File: config.mk
export PLATFORM = sky130hd
export DESIGN_NAME = cell_manager
export DESIGN_NICKNAME = d
export VERILOG_FILES = /design/src/hdl/cm_pkg.sv /design/src/hdl/cell_pool.sv /design/src/hdl/port_queue.sv /design/src/hdl/dequeue_select.sv /design/src/hdl/cell_manager.sv
export SDC_FILE = /design/constraint.sdc
export NUM_CORES = 2
export LEC_CHECK = 0
export BUFFER_PORTS_ARGS = -buffer_cell sky130_fd_sc_hd__buf_2
export CAP_MARGIN = 20
export CORE_MARGIN = 5
export CORE_UTILIZATION = 63
export DETAILED_ROUTE_END_ITERATION = 12
export PLACE_DENSITY = 0.76
export RECOVER_POWER = 50
export SLEW_MARGIN = 20
export SYNTH_ARGS = -nofsm -noshare
export SYNTH_HDL_FRONTEND = slang
export SYNTH_SLANG_ARGS = --single-unit
File: constraint.sdc
create_clock -name clk -period 4.8 [get_ports clk]
set_input_delay 0.24 -clock clk [delete_from_list [all_inputs] [get_ports clk]]
set_output_delay 0.24 -clock clk [all_outputs]
set_load 0.02 [all_outputs]
File: src/hdl/cm_pkg.sv
// shared sizes and types for the cell address manager
package cm_pkg;

    localparam int NUM_CELLS = 16;   // buffer cells
    localparam int NUM_PORTS = 4;    // output ports
    localparam int NUM_PRIOS = 4;    // priorities per port

    localparam int ADDR_W  = $clog2(NUM_CELLS);
    localparam int PORT_W  = $clog2(NUM_PORTS);
    localparam int PRIO_W  = $clog2(NUM_PRIOS);
    localparam int COUNT_W = $clog2(NUM_CELLS + 1);   // 0 .. NUM_CELLS

    typedef logic [ADDR_W-1:0]    cell_addr_t;
    typedef logic [PORT_W-1:0]    port_t;
    typedef logic [PRIO_W-1:0]    prio_t;
    typedef logic [NUM_PRIOS-1:0] prio_mask_t;    // one nonempty bit per priority
    typedef logic [COUNT_W-1:0]   cell_count_t;

    // destination of a write or source of a read
    typedef struct packed {
        port_t port;
        prio_t prio;
    } dest_t;

    // allocation made in the current cycle
    typedef struct packed {
        logic       valid;
        cell_addr_t addr;
        dest_t      dest;
    } grant_t;

    // cell handed back to a reader
    typedef struct packed {
        cell_addr_t addr;
        logic       last;   // last cell of its packet
    } rd_cell_t;

endpackage

File: src/hdl/cell_pool.sv
`timescale 1ns/1ns
// free cell FIFO, allocation grant, per-cell last flags and cell return
module cell_pool (
    input  logic               clk,
    input  logic               rst,
    input  logic               wr_req,
    input  logic               eop,
    input  cm_pkg::dest_t      wr_dest,
    output cm_pkg::grant_t     grant,
    output logic               alloc_valid,
    output cm_pkg::cell_addr_t alloc_addr,
    output logic               pool_empty,
    input  logic               free_req,
    input  cm_pkg::cell_addr_t free_addr,
    output logic               free_last
);
    import cm_pkg::*;

    cell_addr_t           free_fifo [NUM_CELLS];
    cell_addr_t           head;        // next cell handed out
    cell_addr_t           tail;        // slot for the next returned cell
    cell_count_t          count;
    cell_count_t          count_next;
    logic [NUM_CELLS-1:0] last_flag;
    logic [NUM_CELLS-1:0] in_use;
    logic                 grant_seen;  // any grant since reset

    // alloc only when eop is low and a cell is left
    assign grant.valid = wr_req && !eop && (count != '0);
    assign grant.addr  = free_fifo[head];
    assign grant.dest  = wr_dest;

    assign pool_empty = (count == '0);   // registered count, so one cycle late
    assign free_last  = last_flag[free_addr];

    always_comb begin
        count_next = count;
        if (grant.valid && !free_req) begin
            count_next = count - 1'b1;
        end else if (free_req && !grant.valid) begin
            count_next = count + 1'b1;
        end
    end

    // pointers wrap on their own, NUM_CELLS is a power of two
    always_ff @(posedge clk) begin
        if (rst) begin
            for (int i = 0; i < NUM_CELLS; i++) begin
                free_fifo[i] <= cell_addr_t'(i);   // pool starts as 0, 1, .. 15
            end
            head        <= '0;
            tail        <= '0;   // full FIFO, tail sits on head
            count       <= cell_count_t'(NUM_CELLS);
            last_flag   <= '0;
            in_use      <= '0;
            grant_seen  <= 1'b0;
            alloc_valid <= 1'b0;
        end else begin
            count       <= count_next;
            alloc_valid <= grant.valid;
            if (grant.valid) begin
                head               <= head + 1'b1;
                in_use[grant.addr] <= 1'b1;
                grant_seen         <= 1'b1;
            end
            if (free_req) begin
                free_fifo[tail]   <= free_addr;   // returned cell goes behind the others
                tail              <= tail + 1'b1;
                in_use[free_addr] <= 1'b0;
            end
            // alloc_addr still holds the most recent grant here
            if (eop && grant_seen) begin
                last_flag[alloc_addr] <= 1'b1;
            end
            // a cell going back to the pool leaves with its flag down
            if (free_req) begin
                last_flag[free_addr] <= 1'b0;
            end
        end
    end

    always_ff @(posedge clk) begin
        if (grant.valid) begin
            alloc_addr <= grant.addr;
        end
    end

    a_count_range: assert property (
        @(posedge clk) disable iff (rst) count <= cell_count_t'(NUM_CELLS));

    // a reader may only hand back a cell that was granted and not yet freed
    a_free_in_use: assert property (
        @(posedge clk) disable iff (rst) free_req |-> in_use[free_addr]);

endmodule

File: src/hdl/port_queue.sv
`timescale 1ns/1ns
// per-priority cell address FIFOs for one output port
module port_queue #(
    parameter int PORT_ID = 0
) (
    input  logic               clk,
    input  logic               rst,
    input  cm_pkg::grant_t     grant,
    input  logic               deq,
    input  cm_pkg::prio_t      deq_prio,
    output cm_pkg::cell_addr_t head_addr,
    output cm_pkg::prio_mask_t nonempty
);
    import cm_pkg::*;

    cell_addr_t  mem    [NUM_PRIOS][NUM_CELLS];   // as deep as the buffer, never overflows
    cell_addr_t  rd_ptr [NUM_PRIOS];
    cell_addr_t  wr_ptr [NUM_PRIOS];
    cell_count_t cnt    [NUM_PRIOS];
    logic        enq;
    prio_t       enq_prio;
    prio_mask_t  enq_mask;
    prio_mask_t  deq_mask;

    // only grants aimed at this port
    assign enq      = grant.valid && (grant.dest.port == port_t'(PORT_ID));
    assign enq_prio = grant.dest.prio;

    assign head_addr = mem[deq_prio][rd_ptr[deq_prio]];

    always_comb begin
        enq_mask           = '0;
        deq_mask           = '0;
        enq_mask[enq_prio] = enq;
        deq_mask[deq_prio] = deq;
    end

    always_comb begin
        for (int p = 0; p < NUM_PRIOS; p++) begin
            nonempty[p] = (cnt[p] != '0);
        end
    end

    always_ff @(posedge clk) begin
        if (rst) begin
            for (int p = 0; p < NUM_PRIOS; p++) begin
                rd_ptr[p] <= '0;
                wr_ptr[p] <= '0;
                cnt[p]    <= '0;
            end
        end else begin
            for (int p = 0; p < NUM_PRIOS; p++) begin
                if (enq_mask[p]) begin
                    wr_ptr[p] <= wr_ptr[p] + 1'b1;
                end
                if (deq_mask[p]) begin
                    rd_ptr[p] <= rd_ptr[p] + 1'b1;
                end
                // both on one priority leaves the count alone
                if (enq_mask[p] && !deq_mask[p]) begin
                    cnt[p] <= cnt[p] + 1'b1;
                end else if (deq_mask[p] && !enq_mask[p]) begin
                    cnt[p] <= cnt[p] - 1'b1;
                end
            end
        end
    end

    always_ff @(posedge clk) begin
        if (enq) begin
            mem[enq_prio][wr_ptr[enq_prio]] <= grant.addr;
        end
    end

    // the selector must only pop a priority it saw as nonempty
    a_deq_nonempty: assert property (
        @(posedge clk) disable iff (rst) deq |-> nonempty[deq_prio]);

    // pool hands out at most NUM_CELLS cells, so a priority can't fill past that
    a_enq_not_full: assert property (
        @(posedge clk) disable iff (rst) enq |-> (cnt[enq_prio] != cell_count_t'(NUM_CELLS)));

endmodule

File: src/hdl/dequeue_select.sv
`timescale 1ns/1ns
// read request check, routing to one port queue, cell return and read result register
module dequeue_select (
    input  logic                                       clk,
    input  logic                                       rst,
    input  logic                                       rd_req,
    input  cm_pkg::dest_t                              rd_dest,
    input  cm_pkg::cell_addr_t [cm_pkg::NUM_PORTS-1:0] heads,
    input  cm_pkg::prio_mask_t [cm_pkg::NUM_PORTS-1:0] nonempty,
    input  logic                                       free_last,
    output logic [cm_pkg::NUM_PORTS-1:0]               deq,
    output logic                                       free_req,
    output cm_pkg::cell_addr_t                         free_addr,
    output logic                                       rd_valid,
    output cm_pkg::rd_cell_t                           rd_cell
);
    import cm_pkg::*;

    prio_mask_t sel_mask;   // occupancy of the addressed port
    logic       hit;

    assign sel_mask = nonempty[rd_dest.port];
    assign hit      = rd_req && sel_mask[rd_dest.prio];   // empty queue gives nothing

    // head of the chosen queue goes straight back to the pool
    assign free_req  = hit;
    assign free_addr = heads[rd_dest.port];

    always_comb begin
        deq               = '0;
        deq[rd_dest.port] = hit;
    end

    always_ff @(posedge clk) begin
        if (rst) begin
            rd_valid <= 1'b0;
        end else begin
            rd_valid <= hit;
        end
    end

    always_ff @(posedge clk) begin
        if (hit) begin
            rd_cell.addr <= free_addr;
            rd_cell.last <= free_last;   // flag from the pool before it clears
        end
    end

    a_deq_onehot: assert property (
        @(posedge clk) disable iff (rst) $onehot0(deq));

endmodule

File: src/hdl/cell_manager.sv
`timescale 1ns/1ns
// cell address manager top: free cell pool, per-port address queues, dequeue selector
module cell_manager (
    input  logic                                       clk,
    input  logic                                       rst,
    input  logic                                       wr_req,
    input  logic                                       eop,
    input  cm_pkg::dest_t                              wr_dest,
    input  logic                                       rd_req,
    input  cm_pkg::dest_t                              rd_dest,
    output logic                                       alloc_valid,
    output cm_pkg::cell_addr_t                         alloc_addr,
    output logic                                       pool_empty,
    output logic                                       rd_valid,
    output cm_pkg::rd_cell_t                           rd_cell,
    output cm_pkg::prio_mask_t [cm_pkg::NUM_PORTS-1:0] queue_nonempty
);
    import cm_pkg::*;

    grant_t                     grant;       // this cycle's allocation, to all queues
    cell_addr_t [NUM_PORTS-1:0] heads;       // head of each port at rd_dest.prio
    logic [NUM_PORTS-1:0]       deq;
    logic                       free_req;
    cell_addr_t                 free_addr;
    logic                       free_last;

    cell_pool pool0 (
        .clk         (clk),
        .rst         (rst),
        .wr_req      (wr_req),
        .eop         (eop),
        .wr_dest     (wr_dest),
        .grant       (grant),
        .alloc_valid (alloc_valid),
        .alloc_addr  (alloc_addr),
        .pool_empty  (pool_empty),
        .free_req    (free_req),
        .free_addr   (free_addr),
        .free_last   (free_last)
    );

    // read priority is broadcast, only the deq bit picks the port
    for (genvar i = 0; i < NUM_PORTS; i++) begin : gen_port
        port_queue #(
            .PORT_ID (i)
        ) queue0 (
            .clk       (clk),
            .rst       (rst),
            .grant     (grant),
            .deq       (deq[i]),
            .deq_prio  (rd_dest.prio),
            .head_addr (heads[i]),
            .nonempty  (queue_nonempty[i])
        );
    end

    dequeue_select sel0 (
        .clk       (clk),
        .rst       (rst),
        .rd_req    (rd_req),
        .rd_dest   (rd_dest),
        .heads     (heads),
        .nonempty  (queue_nonempty),
        .free_last (free_last),
        .deq       (deq),
        .free_req  (free_req),
        .free_addr (free_addr),
        .rd_valid  (rd_valid),
        .rd_cell   (rd_cell)
    );

endmodule

==> qor.csv <==
metric,value,unit
dr.pass1.iters,6,
cts.path.max_buffers,3,
drc,0,
hold_path_depth,2,
synth_area_leaders,"edfxtp_1 (67%), mux4_2 (12%), nor2_1 (3.3%)",
ys_seq_area_share,68.04,%
worstMarginPinSlew,1.212,ns
synth_cells,3563,
fin_crit,4.509,ns
outcome,"complete, no violations",
crit_family,simple AND/OR/NAND/NOR gates,
hpwl,82710,um
reg2reg_slack,0.29,ns
wl,131600,um
crit_cells,15,
criticalPathCategory,reg -> reg,
grt-ovfl-total,0,
postRouteAntennaNets,0,
setup_viol,0,
setup_tns,0,ns
syn_nets,3678,
wl_per_cell,26.36,um
arrival,4.98,ns
ys_warn_count,0,
grt_use_total,26.65,%
cpMaxStageDelayCell,nor2_1,
min_path_type,in -> reg,
grt_pass1_vias,32886,
syn_area,0.05866,mm^2
grt_pass1_wl,199900,um
synth_commonest_cells,"edfxtp_1 (1305), nor2_1 (518), mux4_2 (315)",
fill_cells,5742,
core_area,0.09291,mm^2
synth.ff_latch_count,1341,
ff2ff_path_depth,15,
synthDistinctLibCells,62,
synth_edf_count,1305,
slew_headroom,19.22,%
cts_tree,yes,
drv_cap,0,
vias,32226,
min_period_over_period,93.94,%
synth_top_cell_area_share,66.81,%
final_nets,3747,
ios,41,
vias_per_cell,6.456,
antenna_found_initial,3,
area_delta_synth_final,10.27,%
p_comb_share,8.3,%
die_w,315.1,um
synth_most_common_cell,edfxtp_1,
switching_share,22.88,%
crit_buf_inv,2,
skew,0.03029,ns
slowest_delay,0.51,ns
grt_busiest_layer,met2,
cellPowerDensity,402.8,mW/mm^2
cts-root-buf,clkbuf_16,
use_met3,4.345,%
post_route_cells_drive_above_1_share,17.60,%
clk_latency,0.74,ns
drt_iter0_drc,3630,
p_seq_share,51.5,%
die_area,0.09931,mm^2
switchingPower,0.005960,W
leakagePower,21.56,nW
htree_levels,4,
clkTransAtPathRegs,0.06,ns
cts-buffers-inserted,137,
start_util,63.13,%
die_h,315.1,um
groute.layer.met1.usage,36.13,%
ys.flop_type,edfxtp_1,
hold_viol_final,0,
port_buffers,40,
rsz0062_at_grt,false,
clock-sinks,1341,
critPathMaxFanout,10,
yosys.area.top_type,edfxtp_1,
syn_avg_cell_area,16.46,um^2
gp_congestion,0.8784,
rows,112,
cp_cell_sequence,inv_1 > ha_1 > nor4b_1 > mux4_2 > mux4_2 > nand2b_2 > nor2_1 > o211ai_1 > inv_1 > ha_1 > a21o_1 > a21oi_1 > xor2_1 > xnor2_1 > nor2_1,
final_max_slew_viol_count,0,
crit_required,5.27,ns
peakVddDrop,351.2,uV
cp-end-kind,flip-flop,
synth_async_sr_flop_share,0,%
power.clock.fraction,40.1,%
grt_max_degree,233,
worst_setup_path_start_kind,flip-flop,
hold_ws,0.1106,ns
max_freq,221.8,MHz
internal_power,0.02009,W
grt_use_met2,44.99,%
per-layer routing:
metal | share of wire (%) | up-vias
met5 | 0 | -
met4 | 3.2 | 0
met3 | 7.6 | 265
met2 | 51 | 1601
met1 | 38 | 16435
li1 | - | 13925
per-stage QoR:
stage / util [%] / setup slack [ns] / instances / cell area, um^2 / power [W]
final: 69.62 / 0.2911 / 4992 / 64680 / 0.02605
after CTS: 69.60 / 0.1347 / 4986 / 64660 / 0.02616
after floorplan: - / 0.4978 / 3563 / 58660 / 0.01506
after detailed placement: 64.90 / 0.1360 / 4744 / 60300 / 0.01582
after global placement: 64.90 / 0.3409 / 4744 / 60300 / 0.01572
after global routing: 69.61 / 0.001449 / 4990 / 64670 / 0.02684
flip-flops by register name (all words and copies together) (netlist names), named ones only:
register,count
gen_port.queue0.cnt,80
gen_port.queue0.mem,1024
gen_port.queue0.rd_ptr,64
gen_port.queue0.wr_ptr,64
pool0.alloc_addr,4
pool0.alloc_valid,1
pool0.count,5
pool0.free_fifo,64
pool0.grant_seen,1
pool0.head,4
pool0.last_flag,16
pool0.tail,4
sel0.rd_cell,5
sel0.rd_valid,1
power by group through the flow:
stage,Sequential [W],Combinational (W),Clock [W]
6_report,0.0134,0.00217,0.0105
3_5_place_dp,0.0137,0.00215,0
4_1_cts,0.0134,0.00216,0.0106
2_1_floorplan,0.0137,0.00138,0
5_1_grt,0.0134,0.00232,0.0111
3_3_place_gp,0.0137,0.00207,0
what timing repair did:
action | 4_1_cts | 5_1_grt
buffers inserted | 0 | 0
setup endpoints to repair | 0 | 5
endpoints found under the hold margin | 2 | 0
gates resized for setup | 0 | 4
hold buffers | 1 | 0
path summary, 6_finish.rpt:
check	endpoint	from
max	gen_port[0].queue0.cnt[2][4]	gen_port[1].queue0.cnt[3][0]
min	gen_port[1].queue0.cnt[2][4]	rst
max reg2reg	gen_port[0].queue0.cnt[2][4]	gen_port[1].queue0.cnt[3][0]
min reg2reg	pool0.grant_seen	pool0.grant_seen
cell type report:
class	instances	area, um^2	share of cell area (%)
multi-input combinational	1965	17660	27.30
tap	1254	1569	2.426
clock buffer	169	3591	5.552
sequential	1341	39910	61.70
inverter	71	266.5	0.4120
clock inverter	72	767.0	1.186
antenna	4	10.01	0.01548
timing repair buffer	116	907.1	1.402
cells in the final DEF (no fill, tap or decap), types with 10 or more instances in the layout:
cell	synthesis	final
edfxtp_1	1305	1305
clkinv_2	0	12
ha_1	89	89
mux2_2	17	17
buf_12	0	10
nand2_1	154	153
a21o_1	34	34
and3_1	41	41
buf_4	11	55
nor2_1	518	515
and2_0	0	12
nor2b_1	22	22
a311oi_1	13	13
a22oi_1	10	10
mux2i_1	191	191
xnor2_1	60	60
or2_2	42	36
clkinv_1	0	29
buf_2	74	21
mux4_2	315	311
clkbuf_16	0	139
xor2_1	68	68
clkbuf_1	85	55
a21oi_1	62	62
or3_1	10	10
nand3_1	79	79
bufinv_16	0	14
inv_1	69	69
o21ai_0	17	17
fa_1	13	13
dfxtp_1	36	36
nor3_1	50	50
nand2b_1	35	32
cell families (layout without fill, tap and decap cells):
group           count (synthesis)  in the layout  share of synthesized area (%)
simple gates                 1004           1004                          7.677
fa+ha+maj                     102            102                          2.342
other cells                     0              4                              0
mux                           523            523                          15.68
xor+xnor                      128            128                          1.911
flops                        1341           1341                          68.04
compound gates                208            208                          2.400
buf+inv                       257            428                          1.950
(Power assumes the default switching activity.)
